<file path="config.mk">
export PLATFORM = sky130hd
export DESIGN_NAME = ttc_lite
export DESIGN_NICKNAME = d
export VERILOG_FILES = /design/src/ttc_pkg.sv /design/src/ttc_lite.sv /design/src/ttc_timer_counter_lite.sv /design/src/ttc_count_engine.sv /design/src/ttc_prescaler.sv /design/src/ttc_interface_lite.sv
export VERILOG_INCLUDE_DIRS = /design/src
export SDC_FILE = /design/constraint.sdc
export NUM_CORES = 1
export LEC_CHECK = 0
export BUFFER_PORTS_ARGS = -buffer_cell sky130_fd_sc_hd__buf_2
export CAP_MARGIN = 20
export CELL_PAD_IN_SITES_DETAIL_PLACEMENT = 1
export CELL_PAD_IN_SITES_GLOBAL_PLACEMENT = 2
export CORE_MARGIN = 4
export CORE_UTILIZATION = 35
export CTS_BUF_LIST = sky130_fd_sc_hd__clkbuf_8
export DETAILED_ROUTE_END_ITERATION = 10
export GPL_ROUTABILITY_DRIVEN = 1
export HOLD_SLACK_MARGIN = 0.15
export PLACE_DENSITY = 0.88
export SLEW_MARGIN = 20
export SYNTH_ARGS = -nofsm -noshare
export SYNTH_HDL_FRONTEND = slang
export SYNTH_SLANG_ARGS = --single-unit
</file>
<file path="constraint.sdc">
create_clock -name pclk -period 3.1 [get_ports pclk]
set_input_delay 0.155 -clock pclk [delete_from_list [all_inputs] [get_ports pclk]]
set_output_delay 0.155 -clock pclk [all_outputs]
set_load 0.01 [all_outputs]
</file>
<file path="src/ttc_config.svh">
`ifndef TTC_CONFIG_SVH
`define TTC_CONFIG_SVH

// ------------------------------------------------------------
// Sizes
// ------------------------------------------------------------
`define TTC_NUM_TIMERS      3
`define TTC_CNT_W           16     // Counter, interval, match width
`define TTC_DATA_W          32     // APB data width
`define TTC_ADDR_W          8
`define TTC_FLAG_W          6      // Status / enable word
`define TTC_CTRL_W          7      // Clock and counter control word
`define TTC_PRESCALE_W      16     // Divider for up to 2^16 cycles

// ------------------------------------------------------------
// Address map, channel n at base + 4*(n-1)
// ------------------------------------------------------------
`define TTC_CLK_CTRL_ADDR   8'h00
`define TTC_CNTR_CTRL_ADDR  8'h0C
`define TTC_CNT_VAL_ADDR    8'h18  // Read only
`define TTC_INTERVAL_ADDR   8'h24
`define TTC_MATCH_1_ADDR    8'h30
`define TTC_MATCH_2_ADDR    8'h3C
`define TTC_MATCH_3_ADDR    8'h48
`define TTC_INTR_STAT_ADDR  8'h54  // Read only, clear on read
`define TTC_INTR_EN_ADDR    8'h60

// ------------------------------------------------------------
// Control words and flags
// ------------------------------------------------------------
`define TTC_CLK_CTRL_MASK   7'h1F  // prescale_en, prescale_sel
`define TTC_CNTR_CTRL_MASK  7'h0F  // Drops cnt_reset and reserved bits
`define TTC_CNTR_CTRL_RST   7'h01  // Counter disabled out of reset
`define TTC_FLAG_INTERVAL   0
`define TTC_FLAG_MATCH_1    1
`define TTC_FLAG_MATCH_2    2
`define TTC_FLAG_MATCH_3    3
`define TTC_FLAG_OVERFLOW   4
`define TTC_FLAG_MASK       6'h1F  // Bit 5 reserved

`endif
</file>
<file path="src/ttc_pkg.sv">
`include "ttc_config.svh"

package ttc_pkg;

   typedef logic [`TTC_CNT_W-1:0]  cnt_t;       // Count, interval, match
   typedef logic [`TTC_DATA_W-1:0] bus_data_t;  // APB word
   typedef logic [`TTC_FLAG_W-1:0] flags_t;     // Status and enable

   // Clock control view, LSB first: prescale_en, prescale_sel
   typedef struct packed {
      logic [1:0] reserved;
      logic [3:0] prescale_sel;   // Divide by 2^(sel+1)
      logic       prescale_en;
   } clk_ctrl_t;

   // Counter control view
   typedef struct packed {
      logic [1:0] reserved;
      logic       cnt_reset;      // Write only, reads zero
      logic       match_en;
      logic       decrement;
      logic       interval_mode;
      logic       cnt_dis;        // Counter disable
   } cntr_ctrl_t;

   // Low write-data bits, decoded by whichever select is active
   typedef union packed {
      clk_ctrl_t  clk;
      cntr_ctrl_t cntr;
   } ctrl_word_u;

endpackage

</file>
<file path="src/ttc_lite.sv">
`timescale 1ns/10ps
`include "ttc_config.svh"

module ttc_lite (
   input  logic                       pclk,
   input  logic                       rst,
   input  logic                       psel,
   input  logic                       penable,
   input  logic                       pwrite,
   input  logic [`TTC_ADDR_W-1:0]     paddr,
   input  ttc_pkg::bus_data_t         pwdata,
   output ttc_pkg::bus_data_t         prdata,
   output logic [`TTC_NUM_TIMERS-1:0] interrupt   // Bit n-1 is channel n
);
   import ttc_pkg::*;

   // Per channel register contents, index 0 is channel 1
   ctrl_word_u [`TTC_NUM_TIMERS-1:0] clk_ctrl, cntr_ctrl;
   cnt_t       [`TTC_NUM_TIMERS-1:0] cnt_val, interval, match_1, match_2, match_3;
   flags_t     [`TTC_NUM_TIMERS-1:0] intr, intr_en;
   logic       [`TTC_NUM_TIMERS-1:0] clk_ctrl_sel, cntr_ctrl_sel, interval_sel;
   logic       [`TTC_NUM_TIMERS-1:0] match_1_sel, match_2_sel, match_3_sel;
   logic       [`TTC_NUM_TIMERS-1:0] intr_en_sel, clear_interrupt;

   ttc_interface_lite u_interface (
      .pclk               (pclk),
      .rst                (rst),
      .psel               (psel),
      .penable            (penable),
      .pwrite             (pwrite),
      .paddr              (paddr),
      .clk_ctrl_reg_1     (clk_ctrl[0]),
      .clk_ctrl_reg_2     (clk_ctrl[1]),
      .clk_ctrl_reg_3     (clk_ctrl[2]),
      .cntr_ctrl_reg_1    (cntr_ctrl[0]),
      .cntr_ctrl_reg_2    (cntr_ctrl[1]),
      .cntr_ctrl_reg_3    (cntr_ctrl[2]),
      .counter_val_reg_1  (cnt_val[0]),
      .counter_val_reg_2  (cnt_val[1]),
      .counter_val_reg_3  (cnt_val[2]),
      .interval_reg_1     (interval[0]),
      .interval_reg_2     (interval[1]),
      .interval_reg_3     (interval[2]),
      .match_1_reg_1      (match_1[0]),
      .match_1_reg_2      (match_1[1]),
      .match_1_reg_3      (match_1[2]),
      .match_2_reg_1      (match_2[0]),
      .match_2_reg_2      (match_2[1]),
      .match_2_reg_3      (match_2[2]),
      .match_3_reg_1      (match_3[0]),
      .match_3_reg_2      (match_3[1]),
      .match_3_reg_3      (match_3[2]),
      .interrupt_reg_1    (intr[0]),
      .interrupt_reg_2    (intr[1]),
      .interrupt_reg_3    (intr[2]),
      .interrupt_en_reg_1 (intr_en[0]),
      .interrupt_en_reg_2 (intr_en[1]),
      .interrupt_en_reg_3 (intr_en[2]),
      .prdata             (prdata),
      .clk_ctrl_sel       (clk_ctrl_sel),
      .cntr_ctrl_sel      (cntr_ctrl_sel),
      .interval_sel       (interval_sel),
      .match_1_sel        (match_1_sel),
      .match_2_sel        (match_2_sel),
      .match_3_sel        (match_3_sel),
      .intr_en_sel        (intr_en_sel),
      .clear_interrupt    (clear_interrupt)
   );

   // Three identical channels
   for (genvar n = 0; n < `TTC_NUM_TIMERS; n++) begin : g_ch
      ttc_timer_counter_lite u_channel (
         .pclk             (pclk),
         .rst              (rst),
         .wdata            (pwdata[`TTC_CNT_W-1:0]),
         .clk_ctrl_sel     (clk_ctrl_sel[n]),
         .cntr_ctrl_sel    (cntr_ctrl_sel[n]),
         .interval_sel     (interval_sel[n]),
         .match_1_sel      (match_1_sel[n]),
         .match_2_sel      (match_2_sel[n]),
         .match_3_sel      (match_3_sel[n]),
         .intr_en_sel      (intr_en_sel[n]),
         .clear_interrupt  (clear_interrupt[n]),
         .clk_ctrl_reg     (clk_ctrl[n]),
         .cntr_ctrl_reg    (cntr_ctrl[n]),
         .counter_val_reg  (cnt_val[n]),
         .interval_reg     (interval[n]),
         .match_1_reg      (match_1[n]),
         .match_2_reg      (match_2[n]),
         .match_3_reg      (match_3[n]),
         .interrupt_reg    (intr[n]),
         .interrupt_en_reg (intr_en[n]),
         .interrupt        (interrupt[n])
      );
   end

endmodule

</file>
<file path="src/ttc_timer_counter_lite.sv">
`timescale 1ns/10ps
`include "ttc_config.svh"

module ttc_timer_counter_lite (
   input  logic                pclk,
   input  logic                rst,
   input  ttc_pkg::cnt_t       wdata,            // Low half of pwdata
   input  logic                clk_ctrl_sel,
   input  logic                cntr_ctrl_sel,
   input  logic                interval_sel,
   input  logic                match_1_sel,
   input  logic                match_2_sel,
   input  logic                match_3_sel,
   input  logic                intr_en_sel,
   input  logic                clear_interrupt,  // Status read in progress
   output ttc_pkg::ctrl_word_u clk_ctrl_reg,
   output ttc_pkg::ctrl_word_u cntr_ctrl_reg,
   output ttc_pkg::cnt_t       counter_val_reg,
   output ttc_pkg::cnt_t       interval_reg,
   output ttc_pkg::cnt_t       match_1_reg,
   output ttc_pkg::cnt_t       match_2_reg,
   output ttc_pkg::cnt_t       match_3_reg,
   output ttc_pkg::flags_t     interrupt_reg,
   output ttc_pkg::flags_t     interrupt_en_reg,
   output logic                interrupt
);
   import ttc_pkg::*;

   ctrl_word_u wr_word;      // Write word through the union
   ctrl_word_u cntr_eff;     // Counter control seen by the engine
   logic       cnt_reset;
   logic       tick;
   flags_t     flag_set;

   assign wr_word   = wdata[`TTC_CTRL_W-1:0];
   assign cnt_reset = cntr_ctrl_sel & wr_word.cntr.cnt_reset;

   // A control write steers the engine on its own edge, so a cnt_reset
   // loads with the mode bits written alongside it
   assign cntr_eff = cntr_ctrl_sel ? (wr_word & `TTC_CNTR_CTRL_MASK) : cntr_ctrl_reg;

   // ------------------------------------------------------------
   // Register bank
   // ------------------------------------------------------------
   always_ff @(posedge pclk) begin
      if (rst) begin
         clk_ctrl_reg     <= '0;
         cntr_ctrl_reg    <= `TTC_CNTR_CTRL_RST;
         interval_reg     <= '0;
         match_1_reg      <= '0;
         match_2_reg      <= '0;
         match_3_reg      <= '0;
         interrupt_en_reg <= '0;
      end else begin
         if (clk_ctrl_sel)
            clk_ctrl_reg <= wr_word & `TTC_CLK_CTRL_MASK;
         if (cntr_ctrl_sel)
            cntr_ctrl_reg <= cntr_eff;                // cnt_reset not stored
         if (interval_sel)
            interval_reg <= wdata;
         if (match_1_sel)
            match_1_reg <= wdata;
         if (match_2_sel)
            match_2_reg <= wdata;
         if (match_3_sel)
            match_3_reg <= wdata;
         if (intr_en_sel)
            interrupt_en_reg <= wdata[`TTC_FLAG_W-1:0] & `TTC_FLAG_MASK;
      end
   end

   // Sticky status, a new flag beats the clear
   always_ff @(posedge pclk) begin
      if (rst)
         interrupt_reg <= '0;
      else
         interrupt_reg <= ((clear_interrupt ? '0 : interrupt_reg) | flag_set)
                          & `TTC_FLAG_MASK;
   end

   assign interrupt = |(interrupt_reg & interrupt_en_reg);

   // ------------------------------------------------------------
   // Tick source and counter
   // ------------------------------------------------------------
   ttc_prescaler u_prescaler (
      .pclk     (pclk),
      .rst      (rst),
      .restart  (clk_ctrl_sel | cnt_reset),
      .clk_ctrl (clk_ctrl_reg),
      .tick     (tick)
   );

   ttc_count_engine u_count_engine (
      .pclk      (pclk),
      .rst       (rst),
      .tick      (tick),
      .cntr_ctrl (cntr_eff),
      .cnt_reset (cnt_reset),
      .interval  (interval_reg),
      .match_1   (match_1_reg),
      .match_2   (match_2_reg),
      .match_3   (match_3_reg),
      .count     (counter_val_reg),
      .flag_set  (flag_set)
   );

endmodule

</file>
<file path="src/ttc_count_engine.sv">
`timescale 1ns/10ps
`include "ttc_config.svh"

module ttc_count_engine (
   input  logic                pclk,
   input  logic                rst,
   input  logic                tick,
   input  ttc_pkg::ctrl_word_u cntr_ctrl,   // Control as of this edge
   input  logic                cnt_reset,
   input  ttc_pkg::cnt_t       interval,
   input  ttc_pkg::cnt_t       match_1,
   input  ttc_pkg::cnt_t       match_2,
   input  ttc_pkg::cnt_t       match_3,
   output ttc_pkg::cnt_t       count,
   output ttc_pkg::flags_t     flag_set     // One pulse per flag, same edge as count
);
   import ttc_pkg::*;

   localparam cnt_t CNT_MAX = '1;

   logic dec;
   logic ivl_mode;
   logic match_en;
   logic step;          // Counter moves on this edge
   logic wrap;          // End of range reached
   cnt_t count_next;
   cnt_t reset_val;

   assign dec      = cntr_ctrl.cntr.decrement;
   assign ivl_mode = cntr_ctrl.cntr.interval_mode;
   assign match_en = cntr_ctrl.cntr.match_en;
   assign step     = tick & ~cntr_ctrl.cntr.cnt_dis & ~cnt_reset;

   // ------------------------------------------------------------
   // Next count and wrap detect
   // ------------------------------------------------------------
   always_comb begin
      if (dec) begin
         wrap       = (count == '0);
         count_next = count - 1'b1;
         if (wrap)
            count_next = ivl_mode ? interval : CNT_MAX;   // Reload
      end else begin
         wrap       = ivl_mode ? (count >= interval) : (count == CNT_MAX);
         count_next = wrap ? '0 : count + 1'b1;
      end
   end

   // Start value for cnt_reset
   always_comb begin
      if (dec && ivl_mode)
         reset_val = interval;
      else if (dec)
         reset_val = CNT_MAX;
      else
         reset_val = '0;
   end

   always_comb begin
      flag_set = '0;                               // Quiet on cnt_reset and idle cycles
      if (step) begin
         flag_set[`TTC_FLAG_INTERVAL] = wrap & ivl_mode;
         flag_set[`TTC_FLAG_OVERFLOW] = wrap & ~ivl_mode;
         flag_set[`TTC_FLAG_MATCH_1]  = match_en & (count_next == match_1);
         flag_set[`TTC_FLAG_MATCH_2]  = match_en & (count_next == match_2);
         flag_set[`TTC_FLAG_MATCH_3]  = match_en & (count_next == match_3);
      end
   end

   always_ff @(posedge pclk) begin
      if (rst)
         count <= '0;
      else if (cnt_reset)
         count <= reset_val;
      else if (step)
         count <= count_next;
   end

endmodule

</file>
<file path="src/ttc_prescaler.sv">
`timescale 1ns/10ps
`include "ttc_config.svh"

module ttc_prescaler (
   input  logic                pclk,
   input  logic                rst,
   input  logic                restart,    // Clock control write or cnt_reset
   input  ttc_pkg::ctrl_word_u clk_ctrl,
   output logic                tick
);

   logic [`TTC_PRESCALE_W-1:0] div;        // Cycles since last tick
   logic [`TTC_PRESCALE_W-1:0] div_last;   // 2^(sel+1) - 1

   // Shift past the top gives all ones for sel = 15
   assign div_last = ~({`TTC_PRESCALE_W{1'b1}} << (clk_ctrl.clk.prescale_sel + 1));

   // Undivided when the prescaler is off
   assign tick = clk_ctrl.clk.prescale_en ? (div == div_last) : 1'b1;

   always_ff @(posedge pclk) begin
      if (rst || restart || tick)
         div <= '0;
      else
         div <= div + 1'b1;
   end

endmodule

</file>
<file path="src/ttc_interface_lite.sv">
`timescale 1ns/10ps
`include "ttc_config.svh"

module ttc_interface_lite (
   input  logic                       pclk,
   input  logic                       rst,
   input  logic                       psel,
   input  logic                       penable,
   input  logic                       pwrite,
   input  logic [`TTC_ADDR_W-1:0]     paddr,
   input  ttc_pkg::ctrl_word_u        clk_ctrl_reg_1,
   input  ttc_pkg::ctrl_word_u        clk_ctrl_reg_2,
   input  ttc_pkg::ctrl_word_u        clk_ctrl_reg_3,
   input  ttc_pkg::ctrl_word_u        cntr_ctrl_reg_1,
   input  ttc_pkg::ctrl_word_u        cntr_ctrl_reg_2,
   input  ttc_pkg::ctrl_word_u        cntr_ctrl_reg_3,
   input  ttc_pkg::cnt_t              counter_val_reg_1,
   input  ttc_pkg::cnt_t              counter_val_reg_2,
   input  ttc_pkg::cnt_t              counter_val_reg_3,
   input  ttc_pkg::cnt_t              interval_reg_1,
   input  ttc_pkg::cnt_t              interval_reg_2,
   input  ttc_pkg::cnt_t              interval_reg_3,
   input  ttc_pkg::cnt_t              match_1_reg_1,
   input  ttc_pkg::cnt_t              match_1_reg_2,
   input  ttc_pkg::cnt_t              match_1_reg_3,
   input  ttc_pkg::cnt_t              match_2_reg_1,
   input  ttc_pkg::cnt_t              match_2_reg_2,
   input  ttc_pkg::cnt_t              match_2_reg_3,
   input  ttc_pkg::cnt_t              match_3_reg_1,
   input  ttc_pkg::cnt_t              match_3_reg_2,
   input  ttc_pkg::cnt_t              match_3_reg_3,
   input  ttc_pkg::flags_t            interrupt_reg_1,
   input  ttc_pkg::flags_t            interrupt_reg_2,
   input  ttc_pkg::flags_t            interrupt_reg_3,
   input  ttc_pkg::flags_t            interrupt_en_reg_1,
   input  ttc_pkg::flags_t            interrupt_en_reg_2,
   input  ttc_pkg::flags_t            interrupt_en_reg_3,
   output ttc_pkg::bus_data_t         prdata,
   output logic [`TTC_NUM_TIMERS-1:0] clk_ctrl_sel,
   output logic [`TTC_NUM_TIMERS-1:0] cntr_ctrl_sel,
   output logic [`TTC_NUM_TIMERS-1:0] interval_sel,
   output logic [`TTC_NUM_TIMERS-1:0] match_1_sel,
   output logic [`TTC_NUM_TIMERS-1:0] match_2_sel,
   output logic [`TTC_NUM_TIMERS-1:0] match_3_sel,
   output logic [`TTC_NUM_TIMERS-1:0] intr_en_sel,
   output logic [`TTC_NUM_TIMERS-1:0] clear_interrupt
);
   import ttc_pkg::*;

   ctrl_word_u [`TTC_NUM_TIMERS-1:0] clk_ctrl, cntr_ctrl;
   cnt_t       [`TTC_NUM_TIMERS-1:0] cnt_val, interval, match_1, match_2, match_3;
   flags_t     [`TTC_NUM_TIMERS-1:0] intr, intr_en;
   logic       rd_setup;        // Setup phase of a read
   logic       rd_access;
   logic       wr_access;
   bus_data_t  rd_val;          // Muxed read value

   // Channel n decode, register base + 4n
   function automatic logic hit(input logic [`TTC_ADDR_W-1:0] addr,
                                input logic [`TTC_ADDR_W-1:0] base, input int n);
      return addr == base + `TTC_ADDR_W'(4 * n);
   endfunction

   // Gather the loose channel ports, index 0 is channel 1
   assign clk_ctrl  = {clk_ctrl_reg_3, clk_ctrl_reg_2, clk_ctrl_reg_1};
   assign cntr_ctrl = {cntr_ctrl_reg_3, cntr_ctrl_reg_2, cntr_ctrl_reg_1};
   assign cnt_val   = {counter_val_reg_3, counter_val_reg_2, counter_val_reg_1};
   assign interval  = {interval_reg_3, interval_reg_2, interval_reg_1};
   assign match_1   = {match_1_reg_3, match_1_reg_2, match_1_reg_1};
   assign match_2   = {match_2_reg_3, match_2_reg_2, match_2_reg_1};
   assign match_3   = {match_3_reg_3, match_3_reg_2, match_3_reg_1};
   assign intr      = {interrupt_reg_3, interrupt_reg_2, interrupt_reg_1};
   assign intr_en   = {interrupt_en_reg_3, interrupt_en_reg_2, interrupt_en_reg_1};

   assign rd_setup  = psel & ~penable & ~pwrite;
   assign rd_access = psel & penable & ~pwrite;
   assign wr_access = psel & penable & pwrite;   // Write lands at end of access

   // ------------------------------------------------------------
   // Address decode, select pulses and read mux
   // ------------------------------------------------------------
   always_comb begin
      rd_val = '0;                               // Unmapped reads zero
      for (int n = 0; n < `TTC_NUM_TIMERS; n++) begin
         clk_ctrl_sel[n]    = wr_access & hit(paddr, `TTC_CLK_CTRL_ADDR, n);
         cntr_ctrl_sel[n]   = wr_access & hit(paddr, `TTC_CNTR_CTRL_ADDR, n);
         interval_sel[n]    = wr_access & hit(paddr, `TTC_INTERVAL_ADDR, n);
         match_1_sel[n]     = wr_access & hit(paddr, `TTC_MATCH_1_ADDR, n);
         match_2_sel[n]     = wr_access & hit(paddr, `TTC_MATCH_2_ADDR, n);
         match_3_sel[n]     = wr_access & hit(paddr, `TTC_MATCH_3_ADDR, n);
         intr_en_sel[n]     = wr_access & hit(paddr, `TTC_INTR_EN_ADDR, n);
         clear_interrupt[n] = rd_access & hit(paddr, `TTC_INTR_STAT_ADDR, n);

         if (hit(paddr, `TTC_CLK_CTRL_ADDR, n))
            rd_val = bus_data_t'(clk_ctrl[n]);
         else if (hit(paddr, `TTC_CNTR_CTRL_ADDR, n))
            rd_val = bus_data_t'(cntr_ctrl[n]);
         else if (hit(paddr, `TTC_CNT_VAL_ADDR, n))
            rd_val = bus_data_t'(cnt_val[n]);
         else if (hit(paddr, `TTC_INTERVAL_ADDR, n))
            rd_val = bus_data_t'(interval[n]);
         else if (hit(paddr, `TTC_MATCH_1_ADDR, n))
            rd_val = bus_data_t'(match_1[n]);
         else if (hit(paddr, `TTC_MATCH_2_ADDR, n))
            rd_val = bus_data_t'(match_2[n]);
         else if (hit(paddr, `TTC_MATCH_3_ADDR, n))
            rd_val = bus_data_t'(match_3[n]);
         else if (hit(paddr, `TTC_INTR_STAT_ADDR, n))
            rd_val = bus_data_t'(intr[n]);
         else if (hit(paddr, `TTC_INTR_EN_ADDR, n))
            rd_val = bus_data_t'(intr_en[n]);
      end
   end

   // Captured at end of setup, held through access
   always_ff @(posedge pclk) begin
      if (rst)
         prdata <= '0;
      else if (rd_setup)
         prdata <= rd_val;
   end

endmodule

</file>
==> impl_metrics.py <==
metrics = {
    "sta": {
        "report.final.slew_viol_count": 0,
        "setup_viol_count_final": 7,
        "fin_skew_ns": 0.04562,
        "hold_viol": 0,
        "period_share": 1.089,
        "tightest_slew_ns": 0.8053,
        "layout_setup_ws_ns": -0.2761,
        "rsz0062_at_grt": "yes",
        "layout_min_cycle_time_ns": 3.376,
        "maxSlewHeadroom": 0.4602,
        "max_freq_mhz": 296.2,
    },
    "min_path": {
        "worstHoldPathType": "in -> reg",
    },
    "global_routing": {
        "grt_usage": 0.2931,
        "grt_max_degree": 105,
        "grt_pass1_vias": 26960,
        "grt_antenna_before_repair": 1,
        "gr-total-overflow": 0,
        "grt_pass1_wl_um": 163800,
    },
    "outcome": {
        "outcome": "complete, but fails checks",
        "violations": "negative setup slack",
    },
    "die": {
        "dieArea_mm2": 0.07175,
        "core_area_mm2": 0.06704,
        "io_pins": 80,
        "rows": 95,
        "start_util": 0.3526,
        "die_w_um": 267.9,
        "die_y_um": 267.9,
    },
    "logic_synthesis": {
        "netlist_instances": 3186,
        "synth_warnings": 0,
        "yosys.area.top_type": "dfxtp_1",
        "synth_edf_count": 0,
        "ys_seq_area_frac": 0.3058,
        "ys_top_cells_by_area": "dfxtp_1, nand2_1, a21oi_1, xnor2_1, xor2_1",
        "yosysMostFrequentCell": "nand2_1",
        "synth_ff_type": "dfxtp_1",
        "yosys.area.top_type_share": 0.3058,
        "synth.distinct_cells": 96,
        "postSynthAreaPerCell_um2": 7.419,
        "async_reset_ff_frac": 0,
        "ys_ff_latch": 361,
        "synth.cell_area_mm2": 0.02364,
        "synth_commonest_cells": "nand2_1, dfxtp_1, a21oi_1",
    },
    "route": {
        "drtIter0Drc": 3007,
        "wirelength_um": 112300,
        "wl_per_cell_um": 24.60,
        "ant_nets": 0,
        "drt_pre_antenna_iters": 8,
        "drc": 0,
        "vias_per_cell": 5.968,
        "vias": 27250,
    },
    "flow_run": {
        "drv_cap": 0,
    },
    "clocking": {
        "htree_levels": 3,
        "cts.path.max_buffers": 3,
        "clkLatencyLatePin_ns": 0.68,
        "cts_root_buf": "clkbuf_8",
        "cts_tree": "yes",
        "numClockSinks": 361,
        "cts_made_buffers": 73,
        "path_clk_slew_ns": 0.07,
    },
    "final_layout": {
        "fill_cells": 8172,
        "drive_above_1_share": 0.2649,
        "fin_area_mm2": 0.03155,
        "nets": 3747,
        "final_cells": 4566,
        "syn_to_final_growth_pct": 33.47,
    },
    "critical_path": {
        "crit_top_cell": "buf_4",
        "cp-start-kind": "register",
        "required_ns": 3.70,
        "cpMaxStageDelayCell": "or4_4",
        "worst-path-buf-inv": 3,
        "crit_path_max_fanout": 11,
        "critPathKind": "reg -> reg",
        "crit_chain": "buf_6 -> nor4_4 -> buf_4 -> nand4b_1 -> nor3_2 -> buf_4 -> nor2_2 -> o32a_1 -> xor2_1 -> nand4_1 -> or4_4 -> o31ai_2",
        "max_stage_delay_ns": 0.55,
        "r2r_slack_ns": -0.28,
        "crit_family": "simple AND/OR/NAND/NOR gates",
        "worstSetupEndpointType": "register",
        "arrival_ns": 3.97,
    },
    "power_and_ir_drop": {
        "leakage_nw": 11.99,
        "vdd_ir_drop_max_mv": 0.2353,
        "power_w": 0.01059,
        "pwr_density_cell_mw_per_mm2": 335.8,
    },
    "placed_design": {
        "numPortBuffers": 47,
        "dp_hpwl_um": 79900,
        "post_dp_cell_area_mm2": 0.02773,
        "place.gp.congestion": 0.9599,
        "place_inst": 4350,
    },
}
[what timing repair did]
action	in CTS	in global routing
endpoints found under the setup margin	28	49
hold buffers	20	0
hold endpoints to repair	241	0
pin swaps	41	72
buffers inserted	18	40
gates cloned	1	3
resized for setup	91	226
[cell usage in the layout, fill, tap and decap left out, types with 20 or more instances in the layout]
cell type	instances
a31oi_1	21
a211oi_1	37
a222oi_1	21
inv_1	107
o211ai_1	73
dlygate4sd3_1	20
buf_2	47
xor2_1	97
buf_6	29
nor3_1	35
o21ai_0	84
ha_4	22
nand4_1	55
a21oi_1	324
xnor2_1	130
ha_1	45
and3_1	26
dfxtp_1	328
buf_4	489
nand2b_1	23
clkbuf_8	94
a22oi_1	46
nand2_1	601
mux2i_1	31
a21oi_2	21
nand3_1	100
dfxtp_2	28
nor2_1	223
[final cells by class]
type,instances,area [µm²],share of cell area
Inverter,101,384.1,0.01218
Clock buffer,94,1294,0.04101
Sequential cell,361,7281,0.2308
Tap cell,873,1092,0.03463
Antenna cell,1,2.502,0.00007932
Clock inverter,40,300.3,0.009519
Multi-Input combinational cell,2491,16360,0.5186
Timing Repair Buffer,605,4833,0.1532
[through the flow]
stage	setup slack (ns)	util	setup TNS [ns]	hold slack, ns
final	-0.2761	0.4706	-1.003	0.3171
after global routing	-0.3412	0.4706	-2.124	0.3764
after floorplan	0.0007492	-	0	0.2558
after detailed placement	-0.3293	0.4137	-3.918	0.4507
after global placement	-0.3442	0.4136	-3.378	0.4443
after CTS	-0.02989	0.4489	-0.1169	0.2926
[routing by layer]
layer,vias to the layer above,routed length [µm],global-route usage
met5,-,0,0
met4,0,4644,0.1132
met3,294,9390,0.05686
met2,1286,50050,0.4596
met1,13420,48230,0.3997
li1,12250,-,-
[cells by family (layout without fill, tap and decap cells)]
family / Yosys count / in the layout / synth area share
AOI/OAI and AO/OA: 876 / 876 / 0.2464
xor gates and xnor gates: 246 / 246 / 0.09115
adders and majority gates: 69 / 69 / 0.03653
buffers and inverters: 349 / 840 / 0.06109
DFF: 361 / 361 / 0.3058
muxes: 46 / 46 / 0.01985
other: 1 / 17 / 0.0001587
and+or+nand+nor: 1238 / 1238 / 0.2391
[where the power goes]
| part | switching [W] | internal (W) | total [W] |
|---|---|---|---|
| Clock | 0.00243 | 0.00308 | 0.00550 |
| Combinational | 0.000322 | 0.000124 | 0.000446 |
| Sequential | 0.00000337 | 0.00464 | 0.00464 |
[worst register-to-register path: stages (launching register included)]
cell and delay (ns):
dfxtp_2 0.34, buf_6 0.15, nor4_4 0.29, buf_4 0.18, nand4b_1 0.18, nor3_2 0.34, buf_4 0.23, nor2_2 0.05
o32a_1 0.36, xor2_1 0.28, nand4_1 0.12, or4_4 0.55, o31ai_2 0.22
[worst paths after layout]
| kind | to | cells after the start | startpoint |
|---|---|---|---|
| hold / removal | u_interface.prdata[2] | 7 | paddr[2] |
| setup reg to reg | g_ch[0].u_channel.interrupt_reg[1] | 12 | g_ch[0].u_channel.u_count_engine.count[9] |
| hold reg to reg | u_interface.prdata[6] | 2 | u_interface.prdata[6] |
| setup / recovery | g_ch[0].u_channel.interrupt_reg[1] | 12 | g_ch[0].u_channel.u_count_engine.count[9] |
Power figures use the tool's default switching activity.
